**config.mk**
```make
export PLATFORM = sky130hd
export DESIGN_NAME = bridge_top
export DESIGN_NICKNAME = d
export VERILOG_FILES = /design/src/design/bridge_pkg.sv /design/src/design/bridge_top.sv /design/src/design/readback_engine.sv /design/src/design/link_regs.sv /design/src/design/ctrl_regs.sv /design/src/design/apb_port.sv
export SDC_FILE = /design/constraint.sdc
export NUM_CORES = 1
export LEC_CHECK = 0
export ABC_AREA = 1
export BUFFER_PORTS_ARGS = -buffer_cell sky130_fd_sc_hd__buf_2
export CAP_MARGIN = 20
export CORE_AREA = 10 10 262 264
export CTS_CLUSTER_SIZE = 16
export DETAILED_ROUTE_END_ITERATION = 12
export DIE_AREA = 0 0 272 274
export MAX_ROUTING_LAYER = met4
export SETUP_SLACK_MARGIN = 0.15
export SLEW_MARGIN = 20
export SYNTH_ARGS = -nofsm -noshare
export SYNTH_HDL_FRONTEND = slang
export SYNTH_SLANG_ARGS = --single-unit
```
**constraint.sdc**
```tcl
create_clock -name osc_o -period 3.65 [get_ports osc_o]
set_clock_uncertainty 0.15 [all_clocks]
set_input_delay 0.73 -clock osc_o [delete_from_list [all_inputs] [get_ports osc_o]]
set_output_delay 0.73 -clock osc_o [all_outputs]
set_load 0.02 [all_outputs]
```
**src/design/bridge_pkg.sv**
```systemverilog
package bridge_pkg;

	////////////////////////////////////////////////////////////////////////////
	// widths
	////////////////////////////////////////////////////////////////////////////
	typedef logic [31:0] word_t;
	typedef logic [19:0] apb_addr_t;
	typedef logic [1:0]  vc_t;
	typedef logic [5:0]  data_type_t;
	typedef logic [15:0] byte_count_t;
	typedef logic [2:0]  reg_index_t;

	////////////////////////////////////////////////////////////////////////////
	// bus and packet structs
	////////////////////////////////////////////////////////////////////////////
	typedef struct packed {
		logic      sel;
		logic      enable;
		logic      write;
		apb_addr_t addr;
		word_t     wdata;
	} apb_req_t;

	typedef struct packed {
		logic  ready;
		word_t rdata;
	} apb_rsp_t;

	// one access toward a register bank
	typedef struct packed {
		logic       write;
		reg_index_t index;
		word_t      wdata;
	} bank_req_t;

	// packet header, word count on top and data id in the low byte
	typedef struct packed {
		byte_count_t word_count;
		vc_t         vc;
		data_type_t  data_type;
	} rx_cmd_t;

	typedef struct packed {
		byte_count_t word_count;
		vc_t         vc;
		data_type_t  data_type;
	} tx_cmd_t;

	typedef enum logic [1:0] {APB_IDLE, APB_WAIT, APB_READY} apb_state_t;
	typedef enum logic {RB_IDLE, RB_REQ} rb_state_t;

	////////////////////////////////////////////////////////////////////////////
	// register map
	////////////////////////////////////////////////////////////////////////////
	localparam int LINK_WIN_BIT     = 17;
	localparam int LINK_OFFSET_BITS = 10;

	localparam logic [3:0] LOC_FUNC   = 4'h0;
	localparam logic [3:0] LOC_PORT   = 4'h4;
	localparam logic [3:0] LOC_SEL    = 4'h8;
	localparam logic [3:0] LOC_STATUS = 4'hC;

	localparam data_type_t DT_DCS_READ  = 6'h06;
	localparam data_type_t DT_READ_RESP = 6'h21;

	// port register bits
	localparam int PORT_START_BIT     = 1;
	localparam int PORT_LINK_RST_BIT  = 2;
	localparam int PORT_PANEL_RST_BIT = 7;

	// status register bits
	localparam int STAT_LCD_RESET_BIT = 5;
	localparam int STAT_DPHY_RDY_BIT  = 4;
	localparam int STAT_DROP_BIT      = 3;

endpackage
```
**src/design/bridge_top.sv**
```systemverilog
module bridge_top (
	input  logic                osc_o,
	input  logic                rst_n,
	input  bridge_pkg::apb_req_t apb_req,
	output bridge_pkg::apb_rsp_t apb_rsp,
	input  logic                rx_cmd_valid,
	input  bridge_pkg::rx_cmd_t rx_cmd,
	output logic                tx_cmd_req,
	output bridge_pkg::tx_cmd_t tx_cmd,
	input  logic                tx_cmd_ack,
	input  logic                lcd_reset,
	input  logic                dphy_rdy,
	output logic                panel_rst,
	output logic                pstart,
	output logic                link_rst_n
);
	import bridge_pkg::*;

	// bank access
	bank_req_t  bank_req;
	logic       loc_stb;
	logic       tx_stb;
	logic       rx_stb;
	word_t      loc_rdata;
	word_t      tx_rdata;
	word_t      rx_rdata;
	logic [3:0] loc_offset;
	logic       link_offset_ok;
	// control and read-back
	logic       link_sel;
	logic       drop_flag;
	word_t      tx_word0;
	word_t      rx_word0;

	////////////////////////////////////////////////////////////////////////////
	// host side
	////////////////////////////////////////////////////////////////////////////
	apb_port u_apb_port (
		.osc_o          (osc_o),
		.rst_n          (rst_n),
		.apb_req        (apb_req),
		.apb_rsp        (apb_rsp),
		.link_sel       (link_sel),
		.bank_req       (bank_req),
		.loc_stb        (loc_stb),
		.tx_stb         (tx_stb),
		.rx_stb         (rx_stb),
		.loc_rdata      (loc_rdata),
		.tx_rdata       (tx_rdata),
		.rx_rdata       (rx_rdata),
		.loc_offset     (loc_offset),
		.link_offset_ok (link_offset_ok)
	);

	ctrl_regs u_ctrl_regs (
		.osc_o      (osc_o),
		.rst_n      (rst_n),
		.loc_stb    (loc_stb),
		.bank_req   (bank_req),
		.loc_offset (loc_offset),
		.rdata      (loc_rdata),
		.lcd_reset  (lcd_reset),
		.dphy_rdy   (dphy_rdy),
		.drop_flag  (drop_flag),
		.link_sel   (link_sel),
		.panel_rst  (panel_rst),
		.pstart     (pstart),
		.link_rst_n (link_rst_n)
	);

	// transmit link bank
	link_regs u_tx_regs (
		.osc_o     (osc_o),
		.rst_n     (rst_n),
		.stb       (tx_stb),
		.offset_ok (link_offset_ok),
		.bank_req  (bank_req),
		.rdata     (tx_rdata),
		.word0     (tx_word0)
	);

	// receive link bank
	link_regs u_rx_regs (
		.osc_o     (osc_o),
		.rst_n     (rst_n),
		.stb       (rx_stb),
		.offset_ok (link_offset_ok),
		.bank_req  (bank_req),
		.rdata     (rx_rdata),
		.word0     (rx_word0)
	);

	////////////////////////////////////////////////////////////////////////////
	// packet side
	////////////////////////////////////////////////////////////////////////////
	readback_engine u_readback_engine (
		.osc_o        (osc_o),
		.rst_n        (rst_n),
		.rx_cmd_valid (rx_cmd_valid),
		.rx_cmd       (rx_cmd),
		.tx_word0     (tx_word0),
		.rx_word0     (rx_word0),
		.tx_cmd_req   (tx_cmd_req),
		.tx_cmd       (tx_cmd),
		.tx_cmd_ack   (tx_cmd_ack),
		.drop_flag    (drop_flag)
	);

endmodule

```
**src/design/readback_engine.sv**
```systemverilog
module readback_engine (
	input  logic                osc_o,
	input  logic                rst_n,
	input  logic                rx_cmd_valid,
	input  bridge_pkg::rx_cmd_t rx_cmd,
	input  bridge_pkg::word_t   tx_word0,
	input  bridge_pkg::word_t   rx_word0,
	output logic                tx_cmd_req,
	output bridge_pkg::tx_cmd_t tx_cmd,
	input  logic                tx_cmd_ack,
	output logic                drop_flag
);
	import bridge_pkg::*;

	rb_state_t state;
	logic      is_dcs_read;
	logic      accept;
	logic      busy_hit;
	logic [7:0] id_byte;

	assign is_dcs_read = rx_cmd_valid && (rx_cmd.data_type == DT_DCS_READ);
	// tx word 0 bit 2 is respond enable
	assign accept      = is_dcs_read && (state == RB_IDLE) && tx_word0[2];
	assign busy_hit    = is_dcs_read && (state == RB_REQ);

	// low two bits of the word count pick the id byte
	assign id_byte = rx_word0[{rx_cmd.word_count[1:0], 3'b000} +: 8];

	////////////////////////////////////////////////////////////////////////////
	// request FSM
	////////////////////////////////////////////////////////////////////////////
	always_ff @(posedge osc_o) begin
		if (!rst_n) begin
			state <= RB_IDLE;
		end else begin
			case (state)
				RB_IDLE: begin
					if (accept)
						state <= RB_REQ;
				end
				default: begin
					// drop after the handshake cycle
					if (tx_cmd_ack)
						state <= RB_IDLE;
				end
			endcase
		end
	end

	// response fields held until ack
	always_ff @(posedge osc_o) begin
		if (!rst_n) begin
			tx_cmd <= '0;
		end else if (accept) begin
			tx_cmd.vc         <= tx_word0[1:0];
			tx_cmd.data_type  <= DT_READ_RESP;
			tx_cmd.word_count <= {8'h00, id_byte};
		end
	end

	// single pulse per lost read
	always_ff @(posedge osc_o) begin
		if (!rst_n)
			drop_flag <= 1'b0;
		else
			drop_flag <= busy_hit;
	end

	assign tx_cmd_req = (state == RB_REQ);

endmodule

```
**src/design/link_regs.sv**
```systemverilog
module link_regs (
	input  logic                  osc_o,
	input  logic                  rst_n,
	input  logic                  stb,
	input  logic                  offset_ok,
	input  bridge_pkg::bank_req_t bank_req,
	output bridge_pkg::word_t     rdata,
	output bridge_pkg::word_t     word0
);
	import bridge_pkg::*;

	word_t regs [8];
	logic  hit;

	// offsets outside the eight words are dead
	assign hit = stb && offset_ok;

	////////////////////////////////////////////////////////////////////////////
	// register file
	////////////////////////////////////////////////////////////////////////////
	always_ff @(posedge osc_o) begin
		if (!rst_n) begin
			for (int i = 0; i < 8; i++)
				regs[i] <= '0;
		end else if (hit && bank_req.write) begin
			regs[bank_req.index] <= bank_req.wdata;
		end
	end

	// read port, zero when not addressed
	always_ff @(posedge osc_o) begin
		if (!rst_n)
			rdata <= '0;
		else if (hit)
			rdata <= regs[bank_req.index];
		else
			rdata <= '0;
	end

	// word 0 feeds the read-back engine
	assign word0 = regs[0];

endmodule

```
**src/design/ctrl_regs.sv**
```systemverilog
module ctrl_regs (
	input  logic                  osc_o,
	input  logic                  rst_n,
	input  logic                  loc_stb,
	input  bridge_pkg::bank_req_t bank_req,
	input  logic [3:0]            loc_offset,
	output bridge_pkg::word_t     rdata,
	input  logic                  lcd_reset,
	input  logic                  dphy_rdy,
	input  logic                  drop_flag,
	output logic                  link_sel,
	output logic                  panel_rst,
	output logic                  pstart,
	output logic                  link_rst_n
);
	import bridge_pkg::*;

	logic [7:0] func_q;
	logic [7:0] port_q;
	logic       drop_q;
	logic       wr_en;
	word_t      status;
	word_t      rd_word;

	assign wr_en = loc_stb && bank_req.write;

	// status from live pins plus sticky drop
	always_comb begin
		status                     = '0;
		status[STAT_LCD_RESET_BIT] = lcd_reset;
		status[STAT_DPHY_RDY_BIT]  = dphy_rdy;
		status[STAT_DROP_BIT]      = drop_q;
	end

	always_comb begin
		case (loc_offset)
			LOC_FUNC:   rd_word = {24'h0, func_q};
			LOC_PORT:   rd_word = {24'h0, port_q};
			LOC_SEL:    rd_word = {31'h0, link_sel};
			LOC_STATUS: rd_word = status;
			default:    rd_word = '0;
		endcase
	end

	always_ff @(posedge osc_o) begin
		if (!rst_n) begin
			func_q     <= '0;
			port_q     <= '0;
			link_sel   <= 1'b0;
			drop_q     <= 1'b0;
			rdata      <= '0;
			panel_rst  <= 1'b0;
			pstart     <= 1'b0;
			link_rst_n <= 1'b0;
		end else begin
			if (wr_en && loc_offset == LOC_FUNC)
				func_q <= bank_req.wdata[7:0];
			if (wr_en && loc_offset == LOC_PORT)
				port_q <= bank_req.wdata[7:0];
			if (wr_en && loc_offset == LOC_SEL)
				link_sel <= bank_req.wdata[0];
			// a new drop wins over the clearing write
			if (drop_flag)
				drop_q <= 1'b1;
			else if (wr_en && loc_offset == LOC_STATUS)
				drop_q <= 1'b0;
			rdata <= loc_stb ? rd_word : '0;
			// func bit 0 enables all three controls
			panel_rst  <= func_q[0] && port_q[PORT_PANEL_RST_BIT];
			pstart     <= func_q[0] && port_q[PORT_START_BIT];
			link_rst_n <= func_q[0] && port_q[PORT_LINK_RST_BIT];
		end
	end

endmodule

```
**src/design/apb_port.sv**
```systemverilog
module apb_port (
	input  logic                  osc_o,
	input  logic                  rst_n,
	input  bridge_pkg::apb_req_t  apb_req,
	output bridge_pkg::apb_rsp_t  apb_rsp,
	input  logic                  link_sel,
	output bridge_pkg::bank_req_t bank_req,
	output logic                  loc_stb,
	output logic                  tx_stb,
	output logic                  rx_stb,
	input  bridge_pkg::word_t     loc_rdata,
	input  bridge_pkg::word_t     tx_rdata,
	input  bridge_pkg::word_t     rx_rdata,
	output logic [3:0]            loc_offset,
	output logic                  link_offset_ok
);
	import bridge_pkg::*;

	apb_state_t state;
	logic       start;
	logic       link_win;
	logic       loc_hit;
	logic [2:0] rd_pick;
	word_t      rd_mux;

	// setup cycle seen while idle
	assign start    = (state == APB_IDLE) && apb_req.sel && !apb_req.enable;
	assign link_win = apb_req.addr[LINK_WIN_BIT];
	// local window is the low nibble only, anything above must be clear
	assign loc_hit  = (apb_req.addr[$bits(apb_addr_t)-1:4] == '0);

	always_ff @(posedge osc_o) begin
		if (!rst_n) begin
			state <= APB_IDLE;
		end else begin
			case (state)
				APB_IDLE:  state <= start ? APB_WAIT : APB_IDLE;
				APB_WAIT:  state <= APB_READY;
				default:   state <= APB_IDLE;
			endcase
		end
	end

	// one strobe in the first access cycle
	always_ff @(posedge osc_o) begin
		if (!rst_n) begin
			loc_stb <= 1'b0;
			tx_stb  <= 1'b0;
			rx_stb  <= 1'b0;
			rd_pick <= '0;
		end else begin
			loc_stb <= start && loc_hit;
			tx_stb  <= start && link_win && !link_sel;
			rx_stb  <= start && link_win && link_sel;
			// remember the bank for the ready cycle
			if (state == APB_WAIT)
				rd_pick <= {rx_stb, tx_stb, loc_stb};
		end
	end

	// address and data for the bank
	always_ff @(posedge osc_o) begin
		if (start) begin
			bank_req.write <= apb_req.write;
			bank_req.index <= apb_req.addr[4:2];
			bank_req.wdata <= apb_req.wdata;
			loc_offset     <= apb_req.addr[3:0];
			link_offset_ok <= (apb_req.addr[LINK_OFFSET_BITS-1:5] == '0);
		end
	end

	// no hit reads as zero
	always_comb begin
		case (rd_pick)
			3'b001:  rd_mux = loc_rdata;
			3'b010:  rd_mux = tx_rdata;
			3'b100:  rd_mux = rx_rdata;
			default: rd_mux = '0;
		endcase
	end

	assign apb_rsp.ready = (state == APB_READY);
	assign apb_rsp.rdata = apb_rsp.ready ? rd_mux : '0;

endmodule

```
==> impl_metrics.yaml <==
run_status:
  status: "finished clean"
sta:
  hold_viol: 0
  maxClockFrequency_mhz: 300
  fin_tns_setup_ns: 0
  timing.slew.headroom_pct: 35.7
  tightest_slew_ns: 0.964
  timing_max_transition_violations_final: 0
  final_critical_path_setup_slack_ns: 0.317
  hold-worst-slack_ns: 0.147
  final_period_minus_worst_setup_slack_ns: 3.33
  post-route-period-util_pct: 91.3
  unrepaired_setup_endpoints_after_global_routing: "false"
  setup_viol: 0
clock_tree:
  cts_made_buffers: 71
  htree_num_levels: 3
  clock_tree_from_tritoncts: "built"
  cts.hold.buffers_added: 0
  cts_sinks: 665
  post_cts_resized: 0
  post_cts.repair.setup_buffers: 0
  clock_tree.root_cell: "clkbuf_16"
  worst_skew_pair.late_latency_ns: 0.61
  max-clock-path-buffers: 3
  clk_pin_slew_ns: 0.06
worst_setup_path:
  path_cells: "inv_1 -> nor3_2 -> buf_4 -> nand2_1 -> a21oi_1 -> buf_2"
  buffers_plus_inverters_on_the_worst_setup_path: 3
  path_class: "reg -> out"
  setup.worst_path.end_class: "output pin"
  max_stage_delay_ns: 0.39
  critical_path.reg2reg.startpoint: "u_apb_port.bank_req[33]$_DFFE_PP_"
  cpMaxStageDelayCell: "dfxtp_1"
  critical_path_rt_ns: 2.77
  crit_path_start_kind: "flip-flop"
  timing.critical_path.fanout_max: 32
  signal_arrival_time_at_the_worst_endpoint_ns: 2.45
  cpLargestDelayFamily: "buffers and inverters"
  worst_setup_path_startpoint: "u_apb_port.rd_pick[2]$_SDFFE_PN0P_"
yosys:
  syn-instance-count: 3017
  synth_area_per_cell_um2: 9.33
  syn-cell-area_um2: 28200
  ys_ff_latch: 665
  synth.distinct_cells: 19
  seq_area_frac_synth_pct: 66.9
  synth-warning-count: 0
floorplan:
  coreArea_um2: 63600
  initial_core_util_pct: 44.2
  die_wd_um: 272
  core.rowCount: 93
  die_h_um: 274
  floorplan.die_area_um2: 74500
  ios: 146
run:
  max-cap-violations: 0
power_and_ir_drop:
  switching_share_pct: 22.1
  power.leakage_nw: 13.4
  clock_power_share_pct: 43.4
  total_switching_power_mw: 3.62
  total_internal_power_mw: 12.8
  p_per_area_nw_per_um2: 514
  share_comb_of_total_power_pct: 4.9
  worst_ir_drop_vdd_mv: 0.311
  seqPwrFrac_pct: 51.8
route:
  vias: 20800
  detail_route.first_pass.iterations: 6
  antenna_left: 0
  post-route-drc-count: 0
  first_iter_violations: 2228
  route.detailed.wl_per_inst_um: 19.8
  drt-vias-per-instance: 5.19
  total_detailed_routing_wirelength_mm: 79.4
global_route:
  antenna_found_initial: 0
  grt_start_max_net_pins: 119
  grt.total_usage_pct: 21.6
  grt-ovfl-total: 0
  wire_length_of_the_first_global_routing_pass_mm: 120
  first_global_vias: 20000
cells_and_area:
  final_core_utilization_pct: 50.1
  area_growth_syn_to_layout_pct: 13.3
  n_fill_cell: 5810
  fraction_of_final_layout_cells_sized_beyond_drive_strength_1_pct: 9.85
  final_antenna_diode_count: 0
  num-nets-final: 3177
placement:
  dp_hpwl_mm: 48.9
  dp_worst_setup_slack_ns: 0.780
  place_congestion: 0.838
  port-buffer-count: 117
hold_path:
  timing.hold.worst.class: "in -> reg"
  hold_path_startpoint: "apb_req[18]"
routing by layer:
metal | GRT usage (%) | vias to the layer above | share of wire (%)
met1 | 28.3 | 9974 | 42
met2 | 34.4 | 830 | 48
li1 | - | 9798 | -
met5 | - | - | 0
met4 | 7.00 | 0 | 2.7
met3 | 2.95 | 149 | 7.7
cells in the final DEF (no fill, tap or decap):
cell type      n
a21oi_1       43
buf_12         4
buf_2        117
buf_4         74
bufinv_16      5
clkbuf_1      19
clkbuf_16     73
clkbuf_8       7
clkinv_1       8
clkinv_2      11
clkinv_8       2
clkinvlp_4     1
conb_1        12
dfxtp_1      114
edfxtp_1     551
inv_1        117
inv_2          6
inv_6          1
nand2_1     1031
nand3_1      186
nand4_1        3
nor2_1       703
nor2_2         5
nor2_4         3
nor3_1         4
nor3_2         1
o21ai_0       44
o22ai_1        1
state kept, by name (all words and copies together) (netlist names), 2 cells and up:
name	count
u_apb_port.loc_offset	3
u_ctrl_regs.func_q	8
u_rx_regs.regs	256
u_apb_port.bank_req	35
u_tx_regs.regs	256
u_readback_engine.tx_cmd	11
u_tx_regs.rdata	32
u_rx_regs.rdata	32
u_ctrl_regs.port_q	8
u_apb_port.rd_pick	3
u_ctrl_regs.rdata	8
u_apb_port.state	2
cells in the mapped netlist:
master,instances,area [um^2]
buf_1,19,71.3
conb_1,1,3.75
buf_2,33,165
o22ai_1,1,6.26
nor2_1,704,2640
nand3_1,186,931
nor3_1,5,25.0
clkbuf_1,133,499
nand4_1,3,18.8
inv_1,120,450
a21oi_1,43,215
nor2_2,5,31.3
edfxtp_1,551,16500
inv_2,3,11.3
nor2_4,2,22.5
buf_4,19,143
nand2_1,1031,3870
o21ai_0,44,220
dfxtp_1,114,2280
power groups by stage:
| stage | clock [mW] | sequential [mW] | combinational, mW |
|---|---|---|---|
| after floorplan | 0 | 8.63 | 0.496 |
| after global placement | 0 | 8.64 | 0.789 |
| after detailed placement | 0 | 8.65 | 0.798 |
| after CTS | 7.21 | 8.49 | 0.801 |
| after global routing | 7.53 | 8.50 | 0.879 |
| final | 7.11 | 8.49 | 0.799 |
kinds of logic after synthesis:
kind of cell / count (synthesis) / synth area share [%]
and+or+nand+nor: 1936 / 26.8
AOI/OAI and AO/OA: 88 / 1.57
buffers and inverters: 327 / 4.76
DFF: 665 / 66.9
other: 1 / 0.0133
path summary, 6_finish.rpt:
kind / end / slack, ns / cells after the start
min reg2reg: u_ctrl_regs.pstart$_SDFF_PN0_ / 0.31 / 2
max: apb_rsp[11] / 0.32 / 6
max reg2reg: u_tx_regs.regs[1][10]$_SDFFCE_PN0P_ / 0.75 / 7
min: u_apb_port.bank_req[18]$_DFFE_PP_ / 0.15 / 1
layout make-up:
type                    instances  area [um^2]  area share (%)
flip-flops and latches        665        18800            59.0
multi-input cells            2036         8040            25.2
clock buffers                  99         1990            6.25
repair buffers                195         1220            3.83
well taps                     855         1070            3.35
inverters                     123          462            1.45
clock inverters                28          284           0.890
metrics by stage:
stage / power [mW] / area, um^2 / cells
floorplan: 9.12 / 28200 / 3028
global placement: 9.43 / 29600 / 3874
detailed placement: 9.45 / 29600 / 3874
CTS: 16.5 / 31900 / 4001
global route: 16.9 / 31900 / 4001
finish: 16.4 / 31900 / 4001
Note: power is estimated with default switching activity, not from simulation.
